`config.mk`:
```
export PLATFORM = sky130hd
export DESIGN_NAME = rs232Top
export DESIGN_NICKNAME = d
export VERILOG_FILES = /design/src/design/uartPkg.sv /design/src/design/baudRateGenerator.sv /design/src/design/frameShifter.sv /design/src/design/rs232Rx.sv /design/src/design/rs232Top.sv /design/src/design/rs232Tx.sv
export SDC_FILE = /design/constraint.sdc
export NUM_CORES = 1
export LEC_CHECK = 0
export ABC_AREA = 0
export BUFFER_PORTS_ARGS = -buffer_cell sky130_fd_sc_hd__buf_4
export CAP_MARGIN = 20
export CORE_MARGIN = 2
export CORE_UTILIZATION = 60
export CTS_CLUSTER_DIAMETER = 40
export DETAILED_ROUTE_END_ITERATION = 6
export PLACE_DENSITY_LB_ADDON = 0.08
export SLEW_MARGIN = 20
export SYNTH_ARGS = -nofsm -noshare
export SYNTH_HDL_FRONTEND = slang
export SYNTH_SLANG_ARGS = --single-unit
```
`constraint.sdc`:
```
create_clock -name CLK50MHZ -period 3.45 [get_ports CLK50MHZ]
set_input_delay 0.8625 -clock CLK50MHZ [delete_from_list [all_inputs] [get_ports CLK50MHZ]]
set_output_delay 0.8625 -clock CLK50MHZ [all_outputs]
set_load 0.01 [all_outputs]
```
`src/design/uartPkg.sv`:
```
package uartPkg;

   // board clock and line rate
   localparam logic [31:0] clkFreq  = 32'd50_000_000;
   localparam logic [31:0] baudRate = 32'd115_200;

   // accumulator is log2(baudRate) bits wide, 17 here
   localparam int accWidth = $clog2(baudRate);

   typedef logic [accWidth-1:0] baudAcc_t;

   // increments, rounded, scaled down to stay inside 32 bits
   localparam baudAcc_t incBaud =
      baudAcc_t'(((baudRate << (accWidth - 4)) + (clkFreq >> 5)) / (clkFreq >> 4));   // ~302
   localparam baudAcc_t incBaud3 =
      baudAcc_t'((((baudRate * 3) << (accWidth - 7)) + (clkFreq >> 8)) / (clkFreq >> 7)); // ~906

   localparam baudAcc_t accHalf = baudAcc_t'(1) << (accWidth - 1);   // mid-bit phase

   // frame: start, 8 data LSB first, stop
   localparam int frameBits = 10;
   localparam logic startBit = 1'b0;
   localparam logic stopBit  = 1'b1;   // also the idle line level

   typedef logic [7:0]                       byte_t;
   typedef logic [frameBits-1:0]             frame_t;   // [0] start, [9] stop
   typedef logic [$clog2(frameBits+1)-1:0]   bitCnt_t;

   typedef enum logic [1:0] {
      waitStart,
      startRx,
      receiving,
      received
   } rxState_t;

   typedef enum logic {
      idle,
      sending
   } txState_t;

endpackage

```
`src/design/baudRateGenerator.sv`:
```
module baudRateGenerator import uartPkg::*; #(
   parameter baudAcc_t inc       = incBaud,
   parameter bit       halfPhase = 1'b1     // 0: hold at zero, first tick after a whole bit
) (
   input  logic CLK50MHZ,
   input  logic RST,
   input  logic en,
   output logic tick
);

   baudAcc_t         acc;
   logic [accWidth:0] sum;   // one extra bit for the carry

   assign sum = {1'b0, acc} + {1'b0, inc};

   always_ff @(posedge CLK50MHZ) begin
      if (RST || !en) begin
         acc  <= halfPhase ? accHalf : '0;
         tick <= 1'b0;
      end else begin
         acc  <= sum[accWidth-1:0];
         tick <= sum[accWidth];   // carry out
      end
   end

endmodule

```
`src/design/frameShifter.sv`:
```
module frameShifter import uartPkg::*; (
   input  logic   CLK50MHZ,
   input  logic   RST,
   input  logic   load,
   input  frame_t frameIn,
   input  logic   tick,
   input  logic   serialIn,
   output frame_t frame,
   output logic   serialOut,
   output logic   done
);

   bitCnt_t bitCnt;

   // shifts toward index 0, new bit enters at the top
   always_ff @(posedge CLK50MHZ) begin
      if (load) begin
         frame <= frameIn;
      end else if (tick) begin
         frame <= {serialIn, frame[frameBits-1:1]};
      end
   end

   assign serialOut = frame[0];

   always_ff @(posedge CLK50MHZ) begin
      if (RST) begin
         bitCnt <= '0;
         done   <= 1'b0;
      end else begin
         done <= 1'b0;
         if (load) begin
            bitCnt <= '0;
         end else if (tick && bitCnt != bitCnt_t'(frameBits)) begin
            bitCnt <= bitCnt + 1'b1;
            // last shift of the frame
            if (bitCnt == bitCnt_t'(frameBits - 1))
               done <= 1'b1;
         end
      end
   end

endmodule

```
`src/design/rs232Rx.sv`:
```
module rs232Rx import uartPkg::*; (
   input  logic  CLK50MHZ,
   input  logic  RST,
   input  logic  rxD,
   output byte_t rxData,
   output logic  rxDataReady
);

   rxState_t   state;

   logic       rxMeta;
   logic       rxSync;
   logic [2:0] rx3;      // last three samples
   logic       vote;

   logic       rxEn;
   logic       tick;
   logic       tick3;
   logic       load;
   logic       done;
   frame_t     rxFrame;

   assign rxEn = (state == receiving);
   assign load = (state == startRx);

   // samples at 1/6, 1/2 and 5/6 of each bit
   baudRateGenerator #(
      .inc       (incBaud3),
      .halfPhase (1'b1)
   ) rxBaud3 (
      .CLK50MHZ (CLK50MHZ),
      .RST      (RST),
      .en       (rxEn),
      .tick     (tick3)
   );

   // bit tick falls on the bit boundary, after all three samples are in
   baudRateGenerator #(
      .inc       (incBaud),
      .halfPhase (1'b0)
   ) rxBaud (
      .CLK50MHZ (CLK50MHZ),
      .RST      (RST),
      .en       (rxEn),
      .tick     (tick)
   );

   always_ff @(posedge CLK50MHZ) begin
      if (RST) begin
         rxMeta <= 1'b1;   // idle line
         rxSync <= 1'b1;
      end else begin
         rxMeta <= rxD;
         rxSync <= rxMeta;
      end
   end

   always_ff @(posedge CLK50MHZ) begin
      if (tick3)
         rx3 <= {rx3[1:0], rxSync};
   end

   // two out of three
   assign vote = (rx3[0] & rx3[1]) | (rx3[0] & rx3[2]) | (rx3[1] & rx3[2]);

   frameShifter rxShift (
      .CLK50MHZ  (CLK50MHZ),
      .RST       (RST),
      .load      (load),
      .frameIn   ('0),
      .tick      (tick),
      .serialIn  (vote),
      .frame     (rxFrame),
      .serialOut (),
      .done      (done)
   );

   assign rxData = rxFrame[8:1];   // drop start and stop

   always_ff @(posedge CLK50MHZ) begin
      if (RST) begin
         state <= waitStart;
      end else begin
         case (state)
            waitStart: if (!rxSync) state <= startRx;
            startRx:   state <= receiving;
            receiving: if (done) state <= received;
            received:  state <= waitStart;
            default:   state <= waitStart;
         endcase
      end
   end

   assign rxDataReady = (state == received);

endmodule

```
`src/design/rs232Top.sv`:
```
module rs232Top import uartPkg::*; (
   input  logic  CLK50MHZ,
   input  logic  RST,
   input  logic  rxD,        // board pins
   output logic  txD,
   output byte_t rxData,     // user side
   output logic  rxDataReady,
   input  byte_t txData,
   input  logic  txStart,
   output logic  txBusy
);

   rs232Rx rs232Rx_inst (
      .CLK50MHZ    (CLK50MHZ),
      .RST         (RST),
      .rxD         (rxD),
      .rxData      (rxData),
      .rxDataReady (rxDataReady)
   );

   rs232Tx rs232Tx_inst (
      .CLK50MHZ (CLK50MHZ),
      .RST      (RST),
      .txData   (txData),
      .txStart  (txStart),
      .txD      (txD),
      .txBusy   (txBusy)
   );

endmodule

```
`src/design/rs232Tx.sv`:
```
module rs232Tx import uartPkg::*; (
   input  logic  CLK50MHZ,
   input  logic  RST,
   input  byte_t txData,
   input  logic  txStart,
   output logic  txD,
   output logic  txBusy
);

   txState_t state;

   logic     txEn;
   logic     tick;
   logic     load;
   logic     serialOut;
   logic     done;
   frame_t   txFrame;

   assign txEn    = (state == sending);
   assign load    = (state == idle) && txStart;   // strobe ignored while busy
   assign txFrame = {stopBit, txData, startBit};

   // starts from zero so the start bit is a whole bit long
   baudRateGenerator #(
      .inc       (incBaud),
      .halfPhase (1'b0)
   ) txBaud (
      .CLK50MHZ (CLK50MHZ),
      .RST      (RST),
      .en       (txEn),
      .tick     (tick)
   );

   frameShifter txShift (
      .CLK50MHZ  (CLK50MHZ),
      .RST       (RST),
      .load      (load),
      .frameIn   (txFrame),
      .tick      (tick),
      .serialIn  (stopBit),   // fill with idle level
      .frame     (),
      .serialOut (serialOut),
      .done      (done)
   );

   always_ff @(posedge CLK50MHZ) begin
      if (RST) begin
         state <= idle;
      end else begin
         case (state)
            idle:    if (txStart) state <= sending;
            sending: if (done) state <= idle;
            default: state <= idle;
         endcase
      end
   end

   always_ff @(posedge CLK50MHZ) begin
      if (RST)
         txD <= stopBit;
      else
         txD <= txEn ? serialOut : stopBit;
   end

   assign txBusy = txEn;

endmodule

```
==> summary.md, run 1 <==
| Metric | Value |
|---|---|
| Seq pwr share | 53.1% |
| Root Buffer | clkbuf_8 |
| Relative slew margins | 46.2% |
| Worst min-delay path class | reg -> reg |
| Reg2reg start | rs232Rx_inst.rxBaud.acc[1]$_SDFF_PP0_ |
| Clock sink total | 88 |
| Setup Crit Path Kind | reg -> out |
| N_diodes | 0 |
| Multi-input gate area | 1760 sq um |
| FMAX | 522 MHz |
| Post-Syn Instances | 404 |
| Clk pwr share | 35.6% |
| Wirelength per Cell | 12.5 microns |
| Worst Setup SP | rs232Rx_inst.state[0]$_SDFFE_PP0P_ |
| Antenna violations before repair | 0 |
| Worst reg2reg endpoint | rs232Rx_inst.rxBaud.acc[15]$_SDFF_PP0_ |
| Distinct cells, synth | 49 |
| Final TNS setup | 0 ps |
| Routability cong. | 0.765 |
| Detailed-router iteration count before antenna repair | 4 |
| Outcome | completed |
| Die H | 83.6 microns |
| Share of cells above drive strength 1 | 12.9% |
| Ys Warns | 0 |
| Fin nets | 445 |
| Worst-margin pin slew | 805 ps |
| Via-to-Cell Ratio | 5.57 |
| Largest net degree at the start of global routing | 20 |
| DRC | 0 |
| Mapped Area | 3810 sq um |
| Clk_lat worst skew | 350 ps |
| Area of all sequential standard cells | 1870 sq um |
| Worst endpoint required time | 2590 ps |
| Row count | 29 |
| H-tree levels | 3 |
| P_int | 1.54 mW |
| Setup violators final | 0 |
| Total Routing Usage GR | 19.4% |
| DRT Wirelength | 6.29 mm |
| Power Dens Cells | 498 nW/um^2 |
| Core area | 6240 sq um |
| Starting Density | 61.0% |
| FFs w/ async S/R, synth | 0% |
| RSZ-0062 raised after global routing | no |
| Final period util | 55.6% |
| Internal reg-to-reg setup slack | 1740 ps |
| First-pass GRT wire length | 11.2 mm |
| Global route overflow | 0 |
| Syn Nets | 429 |
| Seq/Total Area, Yosys | 49.2% |
| Peak VDD IR | 349 uV |
| Number of DRC markers in iteration 0 | 86 |
| Maxcap violations | 0 |
| Syn Area/Cell | 9.42 sq um |
| Hpwl dp | 4.38 mm |
| Clock transition at the registers of the reported paths | 80 ps |
| Setup Fix Bufs, Post-CTS | 0 |
| EDFF count, synth | 11 |
| Comb power frac | 11.3% |
| Post-route clock skew | 12.9 ps |
| Number of global-route vias before repair | 2663 |
| Clock Tree Buf Depth | 2 |
| Arr. time, crit path | 1050 ps |
| Startpoint types | flip-flop |
| Num CTS Buffers | 9 |
| Commonest non-fill, non-tap cell in the layout | dfxtp_1 |
| CTS tree | done |
| Via Count | 2797 |
| Die area | 7000 sq um |
| Cells on worst reg2reg path | 6 |
| Final slew viol count | 0 |
| Sw Ratio | 26.1% |
| I/O Pins | 23 |
| Most frequent cells in the layout | dfxtp_1, nor2_1, nand2_1 |
| Die width | 83.6 microns |
| Post-cts repair resize count | 0 |
| P_sw | 545 uW |
| Setup crit end | rxDataReady |
| Maximum net fanout on the critical path | 4 |
| Final hold vios | 0 |
| IO Port Bufs | 22 |
| Setup slack after layout | 1530 ps |
| Pleak | 1.57 nW |
| Final Power | 2.09 mW |
| P&R area growth vs syn | 9.96% |
| Final Critical Period | 1920 ps |
| CP endpoint kind | output port |
| ANT nets after route | 0 |
| Synth Register Bits | 88 |
| Fill cell count | 487 |
| Hold Buf Count CTS | 0 |
| Ys flop type | dfxtp_1 |
| Post-Place Setup Slack | 1180 ps |
## per-layer routing
layer  routed length [microns]  GRT usage (%)  vias to the layer above  share of wire, %
li1                          -              -                     1448                 -
met1                      3060           24.9                     1307                49
met2                      2920           31.6                       33                46
met3                       211           4.95                        9               3.4
met4                        92           7.04                        0               1.5
met5                         0              0                        -                 0
## synth_stat cells, types with 7 or more instances
master     n  area share [%]
or3_1     10             1.6
clkbuf_1   7            0.69
ha_1      13             4.3
mux2i_1   12             3.2
a21oi_1   27             3.6
buf_4      8             1.6
nand3_1   13             1.7
or4_1      8             1.6
dfxtp_1   77              40
xor2_1     8             1.8
inv_1     18             1.8
nand2_1   35             3.5
nor3_1    10             1.3
nor2_1    40             3.9
o21ai_0   17             2.2
edfxtp_1  11             8.7
xnor2_1   12             2.8
## how the worst min path moves through the flow
stage | start | to | slack [ps] | depth (start not counted)
2_1_floorplan | rs232Rx_inst.rxMeta$_SDFF_PP1_ | rs232Rx_inst.rxSync$_SDFF_PP1_ | 390 | 1
3_3_place_gp | rs232Rx_inst.rxMeta$_SDFF_PP1_ | rs232Rx_inst.rxSync$_SDFF_PP1_ | 400 | 1
3_5_place_dp | rs232Rx_inst.rxMeta$_SDFF_PP1_ | rs232Rx_inst.rxSync$_SDFF_PP1_ | 410 | 1
4_1_cts | rs232Rx_inst.rxMeta$_SDFF_PP1_ | rs232Rx_inst.rxSync$_SDFF_PP1_ | 440 | 1
5_1_grt | rs232Rx_inst.rxMeta$_SDFF_PP1_ | rs232Rx_inst.rxSync$_SDFF_PP1_ | 440 | 1
6_report | rs232Rx_inst.rxMeta$_SDFF_PP1_ | rs232Rx_inst.rxSync$_SDFF_PP1_ | 430 | 1
## flip-flops by register name, summed over array words and instances, names as in the netlist, 2 cells and up
signal / cells
rs232Rx_inst.rxShift.bitCnt: 4
rs232Rx_inst.state: 2
rs232Rx_inst.rxShift.frame: 9
rs232Rx_inst.rxBaud3.acc: 16
rs232Tx_inst.txShift.frame: 9
rs232Rx_inst.rx3: 3
rs232Rx_inst.rxBaud.acc: 16
rs232Tx_inst.txBaud.acc: 16
rs232Tx_inst.txShift.bitCnt: 4
## layout make-up
type | count | area share (%)
sequential | 88 | 44.7
clock buffer | 10 | 3.56
inverter | 18 | 1.61
tap | 77 | 2.30
multi-input combinational | 279 | 42.0
timing repair buffer | 24 | 4.30
clock inverter | 6 | 1.52
## cell families after synthesis
kind of cell / after synthesis / share of synthesized area [%]
compound gates: 80 / 13.4
flops: 88 / 49.2
simple gates: 153 / 20.4
mux: 13 / 3.45
buf+inv: 37 / 4.67
xor+xnor: 20 / 4.60
fa+ha+maj: 13 / 4.27
## power groups by stage
stage | combinational [mW] | sequential, mW | clock [mW]
floorplan | 0.184 | 1.12 | 0
global placement | 0.231 | 1.13 | 0
detailed placement | 0.239 | 1.13 | 0
CTS | 0.240 | 1.11 | 0.763
global route | 0.271 | 1.11 | 0.802
finish | 0.236 | 1.11 | 0.742
## through the flow
| step | std cells | cell area [sq um] | hold WS (ps) | util (%) |
|---|---|---|---|---|
| final | 502 | 4190 | 431 | 67.1 |
| after global routing | 502 | 4190 | 441 | 67.1 |
| after CTS | 502 | 4190 | 435 | 67.1 |
| after detailed placement | 486 | 3970 | 406 | 63.7 |
| after global placement | 486 | 3970 | 396 | 63.7 |
| after floorplan | 404 | 3810 | 389 | - |
## worst max-delay path, cell delays in order (launching register included)
cell and delay (ps):
dfxtp_1 350, ha_1 210, buf_4 140
No activity file was read; power rests on OpenSTA's default activity.
==> run 2, diff against run 1 <==
- clock period: 3.45 -> 1.88 ns (I/O delays scaled with it)
==> summary.md, run 2 (synthesis gave the netlist of run 1 again) <==
| Metric | Value |
|---|---|
| Final Critical Period | 1700 ps |
| Via-to-Cell Ratio | 5.52 (-0.97%) |
| Number of DRC markers in iteration 0 | 151 (+76%) |
| Reg2reg start | rs232Rx_inst.rxBaud.acc[1]$_SDFF_PP0_ |
| Antenna violations before repair | 0 (unchanged) |
| CTS tree | done |
| P&R area growth vs syn | 12.9% |
| Clk_lat worst skew | 350 ps (about the same) |
| Final period util | 90.6% |
| Final hold slack | 323 ps (-107 ps) |
| Wirelength per Cell | 12.7 microns (+1.0%) |
| Worst min-delay path class | in -> reg |
| Final slew viol count | 0 (unchanged) |
| Pleak | 1.63 nW (+4.4%) |
| Core area | 6240 sq um (unchanged) |
| Post-cts repair resize count | 0 (unchanged) |
| Row count | 29 (unchanged) |
| DRC | 0 (unchanged) |
| CP endpoint kind | flip-flop |
| Final TNS setup | 0 ps (unchanged) |
| IO Port Bufs | 22 (unchanged) |
| Maxcap violations | 0 (unchanged) |
| Detailed-router iteration count before antenna repair | 4 (unchanged) |
| Die H | 83.6 microns (unchanged) |
| Die area | 7000 sq um (unchanged) |
| Setup violators final | 0 (unchanged) |
| Final Power | 3.98 mW (+91%) |
| Die width | 83.6 microns (unchanged) |
| Num CTS Buffers | 9 (unchanged) |
| Starting Density | 61.0% (unchanged) |
| Root Buffer | clkbuf_8 |
| Outcome | completed |
| Fin nets | 455 (+2.2%) |
| Routability cong. | 0.715 (-6.6%) |
| Post-route clock skew | 6.67 ps (-6.21 ps) |
| Worst endpoint required time | 2160 ps (-430 ps) |
| Setup Crit Path Kind | reg -> reg |
| Worst-margin pin slew | 520 ps (-285 ps) |
| Via Count | 2825 (+1.0%) |
| Clock transition at the registers of the reported paths | 90 ps (about the same) |
| H-tree levels | 3 (unchanged) |
| ANT nets after route | 0 (unchanged) |
| Power Dens Cells | 927 nW/um^2 (+86%) |
| Largest net degree at the start of global routing | 17 (-15%) |
| N_diodes | 0 (unchanged) |
| Internal reg-to-reg setup slack | 180 ps (-1560 ps) |
| Setup Fix Bufs, Post-CTS | 0 (unchanged) |
| Number of global-route vias before repair | 2787 (+4.7%) |
| First-pass GRT wire length | 11.6 mm (+3.4%) |
| Setup crit end | rs232Rx_inst.rxBaud.acc[15]$_SDFF_PP0_ |
| Hpwl dp | 4.61 mm (+5.2%) |
| Relative slew margins | 65.1% (+19 points) |
| Hold Buf Count CTS | 0 (unchanged) |
| Share of cells above drive strength 1 | 14.9% (+2.0 points) |
| DRT Wirelength | 6.48 mm (+3.0%) |
| Global route overflow | 0 (unchanged) |
| Worst reg2reg endpoint | rs232Rx_inst.rxBaud.acc[15]$_SDFF_PP0_ |
| Worst Setup SP | rs232Rx_inst.rxBaud.acc[1]$_SDFF_PP0_ |
| RSZ-0062 raised after global routing | no |
| Clock Tree Buf Depth | 2 (unchanged) |
| Maximum net fanout on the critical path | 7 (+3) |
| Arr. time, crit path | 1980 ps (+930 ps) |
| Most frequent cells in the layout | dfxtp_1, nor2_1, nand2_1 |
| Final hold vios | 0 (unchanged) |
| I/O Pins | 23 (unchanged) |
| Cells on worst reg2reg path | 6 (unchanged) |
| Clock sink total | 88 (unchanged) |
| Peak VDD IR | 667 uV (+91%) |
| Commonest non-fill, non-tap cell in the layout | dfxtp_1 |
| Total Routing Usage GR | 20.2% (+0.88 points) |
| Largest regs | rs232Rx_inst.rxBaud.acc (16), rs232Rx_inst.rxBaud3.acc (16), rs232Tx_inst.txBaud.acc (16) |
| FMAX | 587 MHz |
| Startpoint types | flip-flop |
| Fill cell count | 523 (+7.4%) |
run 2: layout make-up:
cell class                 count  area [sq um]  share of cell area (%)
multi-input combinational    279          1760                    40.9
clock buffer                  13           191                    4.46
timing repair buffer          34           268                    6.23
tap                           77          96.3                    2.24
sequential                    88          1870                    43.6
inverter                      18          67.6                    1.57
clock inverter                 3          43.8                    1.02
run 2: power by group:
part	leakage, nW	switching [mW]	total, mW	internal, mW
sequential	0.728	0.0650	2.03	1.97
clock	0.120	0.650	1.46	0.813
combinational	0.787	0.282	0.485	0.203
run 2: worst min path at each step:
stage,startpoint,depth (start not counted),slack (ps),end
after floorplan,rs232Rx_inst.rxMeta$_SDFF_PP1_,1,390,rs232Rx_inst.rxSync$_SDFF_PP1_
after global placement,rs232Tx_inst.txShift.done$_SDFF_PP0_,1,400,rs232Tx_inst.txBusy$_SDFF_PP0_
after detailed placement,rs232Tx_inst.txShift.done$_SDFF_PP0_,1,410,rs232Tx_inst.txBusy$_SDFF_PP0_
after CTS,rxD,2,300,rs232Rx_inst.rxMeta$_SDFF_PP1_
after global routing,rxD,2,310,rs232Rx_inst.rxMeta$_SDFF_PP1_
final,rxD,2,320,rs232Rx_inst.rxMeta$_SDFF_PP1_
run 2: per-stage QoR:
step,area [sq um],util (%),cells,setup slack (ps)
after CTS,4300,68.8,512,172
after global routing,4300,68.8,512,49.2
after global placement,4060,65.1,496,261
after detailed placement,4060,65.1,496,185
after floorplan,3810,-,404,323
final,4300,68.8,512,177
run 2: routing by layer:
layer  track usage (%)  wire [microns]
met5                 0               0
met4              9.09              87
met1              25.3            3150
met2              34.2            3100
met3              3.66             140
run 2: worst max-delay path, stage by stage (launching register included):
cell and delay (ps):
dfxtp_1 390, inv_1 60, ha_1 200, nand2b_1 170, a211oi_2 150, or4_1 520, a21oi_1 140
==> run 3, diff against run 2 <==
- CTS_BUF_LIST: unset -> sky130_fd_sc_hd__clkbuf_4 sky130_fd_sc_hd__clkbuf_8
==> summary.md, run 3 (synthesis gave the netlist of run 1 again) <==
| Metric | Value |
|---|---|
| Slowest cell on the critical path | or4_1 |
| Clk_lat worst skew | 350 ps (about the same) |
| First-pass GRT wire length | 11.6 mm (-0.12%) |
| I/O Pins | 23 (unchanged) |
| Final Critical Period | 1700 ps (-4.04 ps) |
| Root Buffer | clkbuf_8 |
| Met1 Use GR | 25.3% (unchanged) |
| Row count | 29 (unchanged) |
| RSZ-0062 raised after global routing | no |
| Final slew viol count | 0 (unchanged) |
| Hpwl dp | 4.61 mm (unchanged) |
| Number of DRC markers in iteration 0 | 142 (-6.0%) |
| Post-Place Setup Slack | 185 ps (unchanged) |
| Share of cells above drive strength 1 | 15.2% (+0.23 points) |
| Via-to-Cell Ratio | 5.48 (-0.71%) |
| Most frequent cells in the layout | dfxtp_1, nor2_1, nand2_1 |
| Clock transition at the registers of the reported paths | 90 ps (about the same) |
| Largest net degree at the start of global routing | 17 (unchanged) |
| CP top delay family | simple AND/OR/NAND/NOR gates |
| Clock Tree Buf Depth | 2 (unchanged) |
| P_int | 3.10 mW (+4.1%) |
| Global route overflow | 0 (unchanged) |
| Final hold vios | 0 (unchanged) |
| Post-route clock skew | 9.34 ps (+2.66 ps) |
| Clock sink total | 88 (unchanged) |
| Die width | 83.6 microns (unchanged) |
| Setup Crit Path Kind | reg -> reg |
| Cells on worst reg2reg path | 6 (unchanged) |
| Antenna violations before repair | 0 (unchanged) |
| Crit-path cells | inv_1 -> ha_1 -> nand2b_1 -> a211oi_2 -> or4_1 -> a21oi_1 |
| Via Count | 2805 (-0.71%) |
| Final Power | 4.10 mW (+3.0%) |
| Clk pwr share | 38.6% (+1.8 points) |
| Startpoint types | flip-flop |
| CTS tree | done |
| Total Routing Usage GR | 20.3% (+0.021 points) |
| Routability cong. | 0.715 (unchanged) |
| Setup Fix Bufs, Post-CTS | 0 (unchanged) |
| Worst min-delay path class | in -> reg |
| Maxcap violations | 0 (unchanged) |
| Internal reg-to-reg setup slack | 180 ps (about the same) |
| Maximum net fanout on the critical path | 7 (unchanged) |
| Final period util | 90.4% (-0.21 points) |
| Commonest non-fill, non-tap cell in the layout | dfxtp_1 |
| ANT nets after route | 0 (unchanged) |
| Seq pwr share | 49.6% (-1.5 points) |
| P&R area growth vs syn | 13.2% |
| N_diodes | 0 (unchanged) |
| Buf/Inv on CP | 1 (unchanged) |
| Comb power frac | 11.9% (-0.3 points) |
| Arr. time, crit path | 1980 ps (about the same) |
| Wirelength per Cell | 12.7 microns (+0.11%) |
| DRC | 0 (unchanged) |
| Worst-margin pin slew | 527 ps (+7.58 ps) |
| Fin nets | 455 (unchanged) |
| WHS Path Cells | 2 (unchanged) |
| FMAX | 589 MHz (+0.24%) |
| H-tree levels | 3 (unchanged) |
| Sw Ratio | 24.3% (-0.77 points) |
| Starting Density | 61.0% (unchanged) |
| Setup violators final | 0 (unchanged) |
| DRT Wirelength | 6.49 mm (+0.11%) |
| Final TNS setup | 0 ps (unchanged) |
| Detailed-router iteration count before antenna repair | 4 (unchanged) |
| Num CTS Buffers | 9 (unchanged) |
| Hold Buf Count CTS | 0 (unchanged) |
| GR Util met3 | 3.76% (+0.099 points) |
| Pleak | 1.64 nW (+0.43%) |
| Worst endpoint required time | 2170 ps (about the same) |
| GRT Max-Usage Layer | met2 |
| Power Dens Cells | 951 nW/um^2 (+2.7%) |
| Worst Hold Path EP | rs232Rx_inst.rxMeta$_SDFF_PP1_ |
| Largest regs | rs232Rx_inst.rxBaud.acc (16), rs232Rx_inst.rxBaud3.acc (16), rs232Tx_inst.txBaud.acc (16) |
| Outcome | completed |
| Peak VDD IR | 677 uV (+1.5%) |
| Die H | 83.6 microns (unchanged) |
| Die area | 7000 sq um (unchanged) |
| Post-cts repair resize count | 0 (unchanged) |
| Core area | 6240 sq um (unchanged) |
| Worst reg2reg endpoint | rs232Rx_inst.rxBaud.acc[15]$_SDFF_PP0_ |
| P_sw | 995 uW (-0.16%) |
| Reg2reg start | rs232Rx_inst.rxBaud.acc[1]$_SDFF_PP0_ |
| Grt met2 use | 34.0% (-0.15 points) |
| Number of global-route vias before repair | 2765 (-0.79%) |
| Relative slew margins | 64.6% (-0.51 points) |
| Hold Crit Start | rxD |
| Slowest stage delay, CP | 520 ps (about the same) |
| Setup slack after layout | 181 ps (+4.04 ps) |
| CP endpoint kind | flip-flop |
| IO Port Bufs | 22 (unchanged) |
==> run 3: metal layers <==
metal	vias to the layer above	share of wire, %
met5	-	0
met4	0	2.0
met3	11	2.4
met2	30	47
met1	1303	49
li1	1461	-
==> run 3: power groups by stage <==
stage	clock, mW	sequential, mW	combinational, mW
final	1.58	2.03	0.486
after global routing	1.68	2.04	0.554
after detailed placement	0	2.07	0.491
after floorplan	0	2.06	0.337
after global placement	0	2.07	0.477
after CTS	1.62	2.03	0.493
==> run 3: worst max-delay path by stage <==
stage	from	endpoint	slack, ps	depth (start not counted)
finish	rs232Rx_inst.rxBaud.acc[1]$_SDFF_PP0_	rs232Rx_inst.rxBaud.acc[15]$_SDFF_PP0_	180	6
global route	rs232Rx_inst.rxBaud.acc[1]$_SDFF_PP0_	rs232Rx_inst.rxBaud.acc[15]$_SDFF_PP0_	50	6
CTS	rs232Rx_inst.rxBaud.acc[1]$_SDFF_PP0_	rs232Rx_inst.rxBaud.acc[15]$_SDFF_PP0_	170	6
detailed placement	rs232Rx_inst.rxBaud.acc[1]$_SDFF_PP0_	rs232Rx_inst.rxBaud.acc[15]$_SDFF_PP0_	180	6
global placement	rs232Rx_inst.rxBaud.acc[1]$_SDFF_PP0_	rs232Rx_inst.rxBaud.acc[15]$_SDFF_PP0_	260	6
floorplan	rs232Rx_inst.rxBaud.acc[1]$_SDFF_PP0_	rs232Rx_inst.rxBaud.acc[15]$_SDFF_PP0_	320	6
==> run 3: cell type report <==
type                       count  area, sq um
fill                         519         1930
tap                           77         96.3
clock inverter                 5          104
timing repair buffer          34          268
sequential                    88         1870
clock buffer                  11          145
multi-input combinational    279         1760
inverter                      18         67.6
==> run 3: stage by stage <==
| stage | area (sq um) | hold slack (ps) | utilization (%) | instances |
|---|---|---|---|---|
| after floorplan | 3810 | 389 | - | 404 |
| after global placement | 4060 | 403 | 65.1 | 496 |
| after detailed placement | 4060 | 407 | 65.1 | 496 |
| after CTS | 4310 | 299 | 69.0 | 512 |
| after global routing | 4310 | 306 | 69.0 | 512 |
| final | 4310 | 318 | 69.0 | 512 |
==> run 3: worst reg2reg max path, stage by stage (launching register included) <==
cell	delay [ps]
dfxtp_1	390
inv_1	60
ha_1	200
nand2b_1	170
a211oi_2	150
or4_1	520
a21oi_1	140
